[src/source/pic_consts.svh]
// Shared sizes; PIC_RX_DEPTH must be at least 2 and PIC_IW at most 30 for the register map
`ifndef PIC_CONSTS_SVH
`define PIC_CONSTS_SVH

// ################################################
// Datapath sizes
// ################################################

// Address and data width of mesh packets
`define PIC_AW 32

// Interrupt lines, index 0 ranks highest
`define PIC_IW 10

// ################################################
// Flow control
// ################################################

// Ingress slots, equal to the sender's starting credits
`define PIC_RX_DEPTH 4

// Egress credits held after reset
`define PIC_TX_CREDITS 4

// ################################################
// Reset values
// ################################################

`define PIC_IVT_RESET 32'h0000_0100

`endif

[src/source/pic_pkg.sv]
// Types for the mesh interrupt controller; the field order of emesh_packet_t is the wire format
`default_nettype none

`include "pic_consts.svh"

package pic_pkg;

   // ################################################
   // Mesh packet, 104 bits, write bit on top
   // ################################################
   typedef struct packed {
      logic                write;     // 1 = write, responses always 1
      logic [1:0]          datamode;  // Copied into responses
      logic [4:0]          ctrlmode;  // Copied into responses
      logic [`PIC_AW-1:0]  dstaddr;   // Bits 7:2 select the register
      logic [`PIC_AW-1:0]  srcaddr;   // Return address for reads
      logic [`PIC_AW-1:0]  data;
   } emesh_packet_t;

   // Register opcode, dstaddr[7:2]
   typedef enum logic [5:0] {
      ILAT     = 6'd0,  // Read only
      ILAT_SET = 6'd1,  // Write ones to set
      ILAT_CLR = 6'd2,  // Write ones to clear
      IMASK    = 6'd3,  // 1 blocks the line
      IPEND    = 6'd4,  // Read only
      IRET     = 6'd5,  // Read only
      IVT      = 6'd6   // Vector table base
   } pic_reg_e;

   // Register block to core
   typedef struct packed {
      logic [`PIC_IW-1:0] ilat_set;  // One-cycle strobe mask
      logic [`PIC_IW-1:0] ilat_clr;  // One-cycle strobe mask, wins over set
      logic [`PIC_IW-1:0] imask;
      logic [`PIC_AW-1:0] ivt_base;
   } pic_cmd_t;

   // Core back to register block
   typedef struct packed {
      logic [`PIC_IW-1:0] ilat;
      logic [`PIC_IW-1:0] ipend;
      logic [`PIC_AW-1:0] iret;
   } pic_status_t;

   // Core FSM
   typedef enum logic {
      IDLE,
      REQUEST
   } pic_state_e;

endpackage

`default_nettype wire

[src/source/emesh_rx.sv]
// Ingress buffer; trusts the sender's credit count, an access while full would overwrite the head
`timescale 1ns/1ps
`default_nettype none

`include "pic_consts.svh"

module emesh_rx (
   input  logic                   clk,
   input  logic                   rst_n,
   input  logic                   access_in,   // One packet, costs the sender a credit
   input  pic_pkg::emesh_packet_t packet_in,
   output logic                   credit_out,  // One pulse per freed slot
   output logic                   rx_valid,    // Head packet present
   output pic_pkg::emesh_packet_t rx_pkt,
   input  logic                   rx_pop       // Head consumed this cycle
);

   localparam int PTR_W = $clog2(`PIC_RX_DEPTH);
   localparam int CNT_W = PTR_W + 1;
   localparam logic [PTR_W-1:0] LAST = PTR_W'(`PIC_RX_DEPTH - 1);

   // ################################################
   // Storage and pointers
   // ################################################

   pic_pkg::emesh_packet_t mem [`PIC_RX_DEPTH];

   logic [PTR_W-1:0] wr_ptr;  // Next free slot
   logic [PTR_W-1:0] rd_ptr;  // Head slot
   logic [CNT_W-1:0] count;   // Occupancy 0..DEPTH
   logic             pop;

   assign pop = rx_pop & rx_valid;  // Ignore pops on an empty buffer

   // Slot write, no reset on payload
   always_ff @(posedge clk) begin
      if (access_in)
         mem[wr_ptr] <= packet_in;
   end

   always_ff @(posedge clk) begin
      if (!rst_n) begin
         wr_ptr     <= '0;
         rd_ptr     <= '0;
         count      <= '0;
         credit_out <= 1'b0;
      end else begin
         // Wrap by compare so odd depths work too
         if (access_in)
            wr_ptr <= (wr_ptr == LAST) ? '0 : wr_ptr + 1'b1;
         if (pop)
            rd_ptr <= (rd_ptr == LAST) ? '0 : rd_ptr + 1'b1;

         count      <= count + CNT_W'(access_in) - CNT_W'(pop);  // Push and pop cancel
         credit_out <= pop;  // Credit goes back one cycle after the pop
      end
   end

   // ################################################
   // Head offered to the register block
   // ################################################

   // A packet written at edge N shows up here after N
   assign rx_valid = (count != '0);
   assign rx_pkt   = mem[rd_ptr];

endmodule

`default_nettype wire

[src/source/emesh_tx.sv]
// Egress stage; a credit is spent at load, and at most one response every other cycle
`timescale 1ns/1ps
`default_nettype none

`include "pic_consts.svh"

module emesh_tx (
   input  logic                   clk,
   input  logic                   rst_n,
   input  logic                   tx_load,    // Only while tx_ready
   input  pic_pkg::emesh_packet_t tx_pkt,
   output logic                   tx_ready,
   output logic                   access_out, // One cycle per response
   output pic_pkg::emesh_packet_t packet_out,
   input  logic                   credit_in   // One credit back per pulse
);

   localparam int CW = $clog2(`PIC_TX_CREDITS + 1);
   localparam logic [CW-1:0] MAX_CREDITS = CW'(`PIC_TX_CREDITS);

   logic [CW-1:0] credits;  // Credits not yet spent

   // ################################################
   // Credit counter
   // ################################################

   always_ff @(posedge clk) begin
      if (!rst_n) begin
         credits <= MAX_CREDITS;
      end else begin
         case ({tx_load, credit_in})
            2'b10: credits <= credits - 1'b1;
            2'b01: begin
               if (credits != MAX_CREDITS)  // Saturate on stray returns
                  credits <= credits + 1'b1;
            end
            default: ;                      // Both or neither
         endcase
      end
   end

   // No load while a response is on the wire
   assign tx_ready = (credits != '0) & ~access_out;

   // ################################################
   // Output register
   // ################################################

   always_ff @(posedge clk) begin
      if (!rst_n)
         access_out <= 1'b0;
      else
         access_out <= tx_load;
   end

   always_ff @(posedge clk) begin
      if (tx_load)
         packet_out <= tx_pkt;  // Held until the next load
   end

endmodule

`default_nettype wire

[src/source/pic_core.sv]
// Interrupt core; one request in flight, the vector is frozen while irq is high
`timescale 1ns/1ps
`default_nettype none

`include "pic_consts.svh"

module pic_core (
   input  logic                 clk,
   input  logic                 rst_n,
   input  pic_pkg::pic_cmd_t    cmd,
   output pic_pkg::pic_status_t status,
   input  logic [`PIC_IW-1:0]   ext_irq,   // Level or pulse, sampled every edge
   input  logic [`PIC_AW-1:0]   pc_next,   // Return address captured on ack
   input  logic                 irq_en,    // Global enable from the sequencer
   input  logic                 irq_ack,
   input  logic                 rti,       // Return from interrupt
   output logic                 irq,
   output logic [`PIC_AW-1:0]   irq_addr
);

   localparam int AW    = `PIC_AW;
   localparam int IW    = `PIC_IW;
   localparam int IDX_W = $clog2(IW);

   pic_pkg::pic_state_e state;
   pic_pkg::pic_state_e state_nxt;

   logic [IW-1:0]    ilat;
   logic [IW-1:0]    ilat_nxt;
   logic [IW-1:0]    ipend;
   logic [IW-1:0]    ipend_nxt;
   logic [AW-1:0]    iret;
   logic [IW-1:0]    pend_low;  // Lowest pending bit, one-hot
   logic [IW-1:0]    allowed;   // Lines that outrank every pending one
   logic [IW-1:0]    cand;      // Eligible lines
   logic [IDX_W-1:0] sel_idx;   // Winner this cycle
   logic             sel_vld;
   logic [IDX_W-1:0] req_idx;   // Line being offered
   logic             req_ok;    // Offered line still eligible
   logic             ack_fire;

   // ################################################
   // Priority selection
   // ################################################

   assign pend_low = ipend & (~ipend + 1'b1);
   assign allowed  = (ipend == '0) ? '1 : pend_low - 1'b1;  // Strictly below lowest pending
   assign cand     = ilat & ~cmd.imask & allowed;

   // Lowest index wins, last hit in the loop
   always_comb begin
      sel_idx = '0;
      for (int i = IW - 1; i >= 0; i--) begin
         if (cand[i])
            sel_idx = IDX_W'(i);
      end
   end

   assign sel_vld  = irq_en & (cand != '0);
   assign req_ok   = irq_en & cand[req_idx];
   assign ack_fire = irq_ack & (state == pic_pkg::REQUEST);

   // ################################################
   // Next state of latch, pending and FSM
   // ################################################

   always_comb begin
      ilat_nxt  = (ilat | ext_irq | cmd.ilat_set) & ~cmd.ilat_clr;  // Clear beats set
      ipend_nxt = ipend;
      state_nxt = state;
      if (rti)
         ipend_nxt = ipend & ~pend_low;  // Innermost level done
      case (state)
         pic_pkg::IDLE: begin
            if (sel_vld)
               state_nxt = pic_pkg::REQUEST;
         end
         pic_pkg::REQUEST: begin
            // Ack wins, the processor already took the vector
            if (ack_fire) begin
               ilat_nxt[req_idx]  = 1'b0;
               ipend_nxt[req_idx] = 1'b1;   // Ranks below all pending, no clash with rti
               state_nxt          = pic_pkg::IDLE;
            end else if (!req_ok) begin
               state_nxt = pic_pkg::IDLE;   // Masked, cleared or disabled
            end
         end
         default: state_nxt = pic_pkg::IDLE;
      endcase
   end

   always_ff @(posedge clk) begin
      if (!rst_n) begin
         state <= pic_pkg::IDLE;
         ilat  <= '0;
         ipend <= '0;
         iret  <= '0;
      end else begin
         state <= state_nxt;
         ilat  <= ilat_nxt;
         ipend <= ipend_nxt;
         if (ack_fire)
            iret <= pc_next;
      end
   end

   // Vector frozen on entry to REQUEST
   always_ff @(posedge clk) begin
      if (state == pic_pkg::IDLE && sel_vld) begin
         req_idx  <= sel_idx;
         irq_addr <= cmd.ivt_base + (AW'(sel_idx) << 2);  // 4 bytes per entry
      end
   end

   assign irq = (state == pic_pkg::REQUEST);

   assign status.ilat  = ilat;
   assign status.ipend = ipend;
   assign status.iret  = iret;

endmodule

`default_nettype wire

[src/source/pic_regs.sv]
// Register decode; only dstaddr[7:2] is decoded so the map aliases through the upper address bits
`timescale 1ns/1ps
`default_nettype none

`include "pic_consts.svh"

module pic_regs (
   input  logic                   clk,
   input  logic                   rst_n,
   input  logic                   rx_valid,
   input  pic_pkg::emesh_packet_t rx_pkt,
   output logic                   rx_pop,
   input  logic                   tx_ready,  // Egress can take a response now
   output logic                   tx_load,
   output pic_pkg::emesh_packet_t tx_pkt,
   output pic_pkg::pic_cmd_t      cmd,
   input  pic_pkg::pic_status_t   status
);

   localparam int AW = `PIC_AW;
   localparam int IW = `PIC_IW;

   pic_pkg::pic_reg_e op;        // Opcode of the head packet
   logic              wr_fire;   // Write retired this cycle
   logic              rd_fire;   // Read retired this cycle
   logic [IW-1:0]     imask;
   logic [AW-1:0]     ivt_base;
   logic [AW-1:0]     rd_data;

   // ################################################
   // Decode and pop
   // ################################################

   // Unknown codes fall through to the defaults below
   assign op = pic_pkg::pic_reg_e'(rx_pkt.dstaddr[7:2]);

   // Writes leave at once, reads wait for egress room
   assign rx_pop  = rx_valid & (rx_pkt.write | tx_ready);
   assign wr_fire = rx_pop & rx_pkt.write;
   assign rd_fire = rx_pop & ~rx_pkt.write;

   // Local registers, new value visible the cycle after the pop
   always_ff @(posedge clk) begin
      if (!rst_n) begin
         imask    <= '0;               // Everything unmasked
         ivt_base <= `PIC_IVT_RESET;
      end else if (wr_fire) begin
         case (op)
            pic_pkg::IMASK: imask    <= rx_pkt.data[IW-1:0];
            pic_pkg::IVT:   ivt_base <= rx_pkt.data;
            default:        ;          // Latch strobes go to the core, rest ignored
         endcase
      end
   end

   // Command to core
   always_comb begin
      cmd.ilat_set = '0;
      cmd.ilat_clr = '0;
      cmd.imask    = imask;
      cmd.ivt_base = ivt_base;
      // Strobes live for the pop cycle only
      if (wr_fire && op == pic_pkg::ILAT_SET)
         cmd.ilat_set = rx_pkt.data[IW-1:0];
      if (wr_fire && op == pic_pkg::ILAT_CLR)
         cmd.ilat_clr = rx_pkt.data[IW-1:0];
   end

   // ################################################
   // Read path
   // ################################################

   always_comb begin
      case (op)
         pic_pkg::ILAT:  rd_data = AW'(status.ilat);   // Zero extended
         pic_pkg::IMASK: rd_data = AW'(imask);
         pic_pkg::IPEND: rd_data = AW'(status.ipend);
         pic_pkg::IRET:  rd_data = status.iret;
         pic_pkg::IVT:   rd_data = ivt_base;
         default:        rd_data = '0;                 // Strobe regs and holes
      endcase
   end

   // Response swaps the addresses and keeps the modes
   always_comb begin
      tx_pkt.write    = 1'b1;
      tx_pkt.datamode = rx_pkt.datamode;
      tx_pkt.ctrlmode = rx_pkt.ctrlmode;
      tx_pkt.dstaddr  = rx_pkt.srcaddr;  // Back to the requester
      tx_pkt.srcaddr  = rx_pkt.dstaddr;
      tx_pkt.data     = rd_data;
   end

   assign tx_load = rd_fire;  // Egress registers it at the pop edge

endmodule

`default_nettype wire

[src/source/pic_top.sv]
// Controller top; one clock domain, credit flow control on both packet ports
`timescale 1ns/1ps
`default_nettype none

`include "pic_consts.svh"

module pic_top (
   input  logic                   clk,
   input  logic                   rst_n,
   // Register requests in
   input  logic                   access_in,
   input  pic_pkg::emesh_packet_t packet_in,
   output logic                   credit_out,
   // Read responses out
   output logic                   access_out,
   output pic_pkg::emesh_packet_t packet_out,
   input  logic                   credit_in,
   // Processor side
   input  logic [`PIC_IW-1:0]     ext_irq,
   input  logic [`PIC_AW-1:0]     pc_next,
   input  logic                   irq_en,
   input  logic                   irq_ack,
   input  logic                   rti,
   output logic                   irq,
   output logic [`PIC_AW-1:0]     irq_addr
);

   logic                   rx_valid;
   pic_pkg::emesh_packet_t rx_pkt;
   logic                   rx_pop;
   logic                   tx_ready;
   logic                   tx_load;
   pic_pkg::emesh_packet_t tx_pkt;
   pic_pkg::pic_cmd_t      cmd;     // Regs to core
   pic_pkg::pic_status_t   status;  // Core to regs

   // Ingress buffer
   emesh_rx rx (
      .clk        (clk),
      .rst_n      (rst_n),
      .access_in  (access_in),
      .packet_in  (packet_in),
      .credit_out (credit_out),
      .rx_valid   (rx_valid),
      .rx_pkt     (rx_pkt),
      .rx_pop     (rx_pop)
   );

   pic_regs regs (
      .clk      (clk),
      .rst_n    (rst_n),
      .rx_valid (rx_valid),
      .rx_pkt   (rx_pkt),
      .rx_pop   (rx_pop),
      .tx_ready (tx_ready),
      .tx_load  (tx_load),
      .tx_pkt   (tx_pkt),
      .cmd      (cmd),
      .status   (status)
   );

   pic_core core (
      .clk      (clk),
      .rst_n    (rst_n),
      .cmd      (cmd),
      .status   (status),
      .ext_irq  (ext_irq),
      .pc_next  (pc_next),
      .irq_en   (irq_en),
      .irq_ack  (irq_ack),
      .rti      (rti),
      .irq      (irq),
      .irq_addr (irq_addr)
   );

   // Egress register
   emesh_tx tx (
      .clk        (clk),
      .rst_n      (rst_n),
      .tx_load    (tx_load),
      .tx_pkt     (tx_pkt),
      .tx_ready   (tx_ready),
      .access_out (access_out),
      .packet_out (packet_out),
      .credit_in  (credit_in)
   );

endmodule

`default_nettype wire

[config.mk]
export PLATFORM = sky130hd
export DESIGN_NAME = pic_top
export DESIGN_NICKNAME = d
export VERILOG_FILES = /design/src/source/pic_pkg.sv /design/src/source/emesh_rx.sv /design/src/source/emesh_tx.sv /design/src/source/pic_core.sv /design/src/source/pic_regs.sv /design/src/source/pic_top.sv
export VERILOG_INCLUDE_DIRS = /design/src /design/src/source
export SDC_FILE = /design/constraint.sdc
export NUM_CORES = 1
export LEC_CHECK = 0
export BUFFER_PORTS_ARGS = -buffer_cell sky130_fd_sc_hd__buf_2
export CAP_MARGIN = 20
export CELL_PAD_IN_SITES_DETAIL_PLACEMENT = 1
export CELL_PAD_IN_SITES_GLOBAL_PLACEMENT = 2
export CORE_MARGIN = 2
export CORE_UTILIZATION = 35
export DETAILED_ROUTE_END_ITERATION = 12
export GPL_ROUTABILITY_DRIVEN = 1
export PLACE_DENSITY = 0.67
export SYNTH_ARGS = -nofsm -noshare
export SYNTH_HDL_FRONTEND = slang
export SYNTH_HIERARCHICAL = 1
export SYNTH_SLANG_ARGS = --single-unit
[constraint.sdc]
create_clock -name clk -period 10.2 [get_ports clk]
set_input_delay 2.04 -clock clk [delete_from_list [all_inputs] [get_ports clk]]
set_output_delay 2.04 -clock clk [all_outputs]
set_load 0.01 [all_outputs]
Word-level counts from Yosys, hierarchy flattened
Memories as Yosys holds them, arrays and structs flattened. A register that Yosys moved wholly into a read port is not among the register bits.
Index checks and enable logic that the tools add are counted.
- flip-flop bits (word level): 246
- bits in writable memories: 416
- input bits: 153
- output and inout port bits: 139
- logic and storage cells: 117
- memories kept: 1
- memory list (name ; words ; width ; rd ports ; clocked after Yosys merged registers in ; write ports ; line ; text):
    rx.mem ; 4 ; 104 ; 1 ; 1 ; 1 ; emesh_rx.sv:26 ; pic_pkg::emesh_packet_t mem [`PIC_RX_DEPTH];
- $add $sub $neg: 9
- magnitude comparators: 2
- eq/ne operators: 12
- mux-type cells: 35
- bitwise logic cells: 26
- reduce and logical (&&, ||, !) cells: 13
- operator list (kind ; count):
    $pmux 32 s5 ; 1
    $mux 10 ; 8
    $and 10x10->10 ; 6
    $not 10->10 ; 5
    $mux 4 ; 10
    $add 32x6->32 ; 1
    $or 10x10->10 ; 3
    $eq 6x3->1 const B ; 3
    $eq 6x2->1 const B ; 2
    $add 10x1->10 const B ; 1
    $logic_not 10->1 ; 1
    $reduce_bool 10->1 ; 1
    $sub 10x1->10 const B ; 1
    $and 1x1->1 ; 8
    $mux 2 ; 4
    $mux 1 ; 7
    $eq 2x2->1 const B ; 3
    $eq 6x1->1 const B ; 1
    $logic_not 6->1 ; 1
    $pmux 3 s2 ; 1
    $reduce_and 2->1 ; 3
    $reduce_bool 3->1 ; 2
    $lt 4x5->1 const B ; 1
    $add 2x1->2 const B ; 2
    other kinds (16) ; 21

Depth between registers and ports, before layout
- word-level depth: 17
- mapped depth: 14
- gate-level depth less buffers: 13

Cells and area by module
Netlist, hierarchy kept.
- modules (own cells, without submodules) (module ; instances ; cells each ; area each (um^2) ; seq. area each (um^2)):
    emesh_rx ; 1 ; 590 ; 15511.1 ; 12692.2
    pic_core ; 1 ; 410 ; 4115.2 ; 2142.1
    emesh_tx ; 1 ; 131 ; 3377.0 ; 3203.1
    pic_regs ; 1 ; 357 ; 3037.9 ; 840.8

Worst setup path before layout
OpenSTA, ideal clock, no wires.
- path type: reg2reg
- start: register (tool-made name)
- end: register tx.credits[1]
- library setup time: 70 ps
- data arrival time: 7419 ps
- data required time: 10130 ps
- slack: 2711 ps
- stages on the path, launching flop included: 11
- path buffers: 2
- cells stage by stage: dfxtp_1 > buf_6 > buf_8 > mux4_2 > nor2b_1 > nor2b_2 > xnor2_1 > ha_1 > nor2_1 > a221o_1 > a21oi_1
- RTL lines (what ; line ; text):
    end signal: assignment ; emesh_tx.sv:32 ; 2'b10: credits <= credits - 1'b1;
    end signal: assignment ; emesh_tx.sv:35 ; credits <= credits + 1'b1;
    end: declaration ; emesh_tx.sv:21 ; logic [CW-1:0] credits;

==> flow_summary.ini <==
[timing]
max_clock_freq_mhz = 254
rsz0062_at_grt = no
setup_tns_ps = 0
fin_crit_sh = 0.386
whs_ps = 469
setup_violations = 0
slew_headroom = 0.265
maxSlewViolCount = 0
min_period_ps = 3940
worst-slew-pin-transition_ps = 1100
skew_ps = 15.1
finalHoldViolCount = 0

[floorplan]
die_w_um = 277
start_util = 0.352
top_level_ports = 292
dieHeight_um = 277
dieArea_um2 = 76600
num_rows = 100
core_um2 = 74100

[detailed_routing]
drt_first_pass_iters = 4
wl_um = 62400
drt-initial-drc-count = 778
routedWlPerCell_um = 22.6
num_vias = 13600
post_drt_via_cell_ratio = 4.90
ant_nets = 0
drc = 0

[global_route]
met1_usage = 0.214
grt_pass1_wl_um = 94200
overflow = 0
grt_use_met2 = 0.261
antenna_found_initial = 19
grt-busiest-layer = met2
grt_usage = 0.163
use_met3 = 0.0460
grt_pass1_vias = 14400
grt_max_degree = 110

[finish]
nets = 1903
final_area_um2 = 30300
fin_cells = 2764
drive_above_1_share = 0.305
syn_to_final_growth_pct = 16.2

[logic_synthesis]
synth.top_cell.area_share = 0.641
synth_nets = 1655
yosysMostFrequentCell = edfxtp_1
postSynthAreaPerCell_um2 = 17.5
async_flop_share = 0
yosysWarnings = 6
synth_area_leaders = edfxtp_1 64%, mux4_2 9.0%, dfxtp_1 8.4%, nand2_1 2.3%, buf_4 2.2%
syn_area_um2 = 26000
synth-seq-cells = 665
ys.flop_type = edfxtp_1
seq_area_frac_synth = 0.725
syn_inst = 1488
synth_top_cell_by_area = edfxtp_1
ys_types = 75
synth_enable_flop_cells = 556
synth_common_cells = 556 x edfxtp_1, 162 x nand2_1, 109 x dfxtp_1

[clock_tree]
cts_made_buffers = 72
cts_max_path_buffers = 3
cts_resized = 0
cts.sinks = 665
post_cts_buffers = 0
h-tree-depth = 3
cts_root_buffer = clkbuf_16
clkTransAtPathRegs_ps = 60
clock_latency_ps = 600
tritoncts = yes
ctsHoldBuffers = 0

[placement]
placedCellCount = 2630
hpwl_um = 40700
dpl_cell_area_um2 = 27900
port_buffers = 291
gp_congestion = 0.834

[worst_hold_path]
min_path_type = reg -> reg
holdPathStages = 2

[setup_path]
cp_max_fo = 62
cp-start-kind = flip-flop
rr_worst_depth = 8
r2r_slack_ps = 6260
arrival_ps = 4410
critPathRequiredTime_ps = 10670
crit_type = reg -> reg
cp-end-kind = flip-flop

[pwr]
p_leak_nw = 10.3
ir_drop_mv = 0.153
power.density_nw_per_um2 = 237

[outcome]
status = complete, no violations

[job]
drv_cap = 0
state kept, by name, summed over array words and instances (netlist names), 2 cells and up, named ones only:
| register | flops |
|---|---|
| core/req_idx | 4 |
| tx/credits | 3 |
| regs/ivt_base | 32 |
| rx/wr_ptr | 2 |
| rx/count | 3 |
| rx/rd_ptr | 2 |
| core/ipend | 10 |
| tx/packet_out | 104 |
| core/irq_addr | 32 |
| regs/imask | 10 |
| rx/mem | 416 |
| core/iret | 32 |
| core/ilat | 10 |
worst max-delay path, cell delays in order (launching register included):
cell and delay, ps:
dfxtp_4 800, mux4_2 430, o21a_1 170, nor2b_4 150
buf_4 610, buf_4 780, nor4b_2 390, a32o_1 180
o21ai_1 70
worst paths after layout:
path | from | to
max | flip-flop | tx/credits[2]
max reg2reg | flip-flop | tx/credits[2]
min | core/iret[15] | core/iret[15]
min reg2reg | core/iret[15] | core/iret[15]
stage by stage:
stage                      util  worst slack, ps  power, mW
after CTS                 0.408             6130       7.31
after global routing      0.409             5980       7.52
final                     0.409             6260       7.18
after detailed placement  0.377             5870       4.74
after global placement    0.377             5930       4.72
after floorplan               -             2710       4.45
routing by layer:
layer  vias to the layer above  routed length (um)  part of all wire
met1                      6895               27200              0.44
met4                        28                1750             0.028
met2                       308               29400              0.47
met5                         -                 163            0.0026
li1                       6203                   -                 -
met3                       122                3910             0.063
logic make-up after synthesis:
group	synth area share
adders and majority gates	0.00730
DFF	0.725
buffers and inverters	0.0375
other	0.000144
xor gates and xnor gates	0.0106
AOI/OAI and AO/OA	0.0389
muxes	0.112
and+or+nand+nor	0.0687
cells in the final DEF (no fill, tap or decap), types with 4 or more instances in the layout:
master and instances:
clkinv_1 7, o21ai_0 11, o21a_1 4, buf_2 290, clkbuf_16 73, xor2_1 5, nand2_1 162, clkbuf_1 21
nand4_1 4, nor2b_1 10, and3_1 18, nand3b_1 4, xnor2_1 24, and4_1 5, nor4bb_1 6, and2_1 26
bufinv_16 5, nand3_1 14, mux2i_1 56, a221o_1 10, a22o_1 22, nand2b_1 10, nor2_1 16, nor3_1 17
a21oi_1 10, or3b_2 6, a31oi_1 5, edfxtp_1 556, inv_1 13, clkinv_2 12, o2bb2ai_1 10, buf_4 19
nor4b_1 4, a21boi_0 38, mux4_2 104, ha_1 12, dfxtp_1 107, and2_4 4
report_power, final:
group | internal, mW | switching [mW] | total [mW]
combinational | 0.524 | 0.702 | 1.23
clock | 1.47 | 1.06 | 2.53
sequential | 3.29 | 0.136 | 3.43
total | 5.29 | 1.90 | 7.18
final cells by class:
type	instances	area (um^2)
clock inverters	35	355
diodes	2	5.00
well taps	969	1210
clock buffers	96	1930
repair buffers	310	1620
multi-input cells	674	6210
inverters	13	48.8
fillers	7343	43800
flip-flops and latches	665	18900
Power figures use the tool's default switching activity.
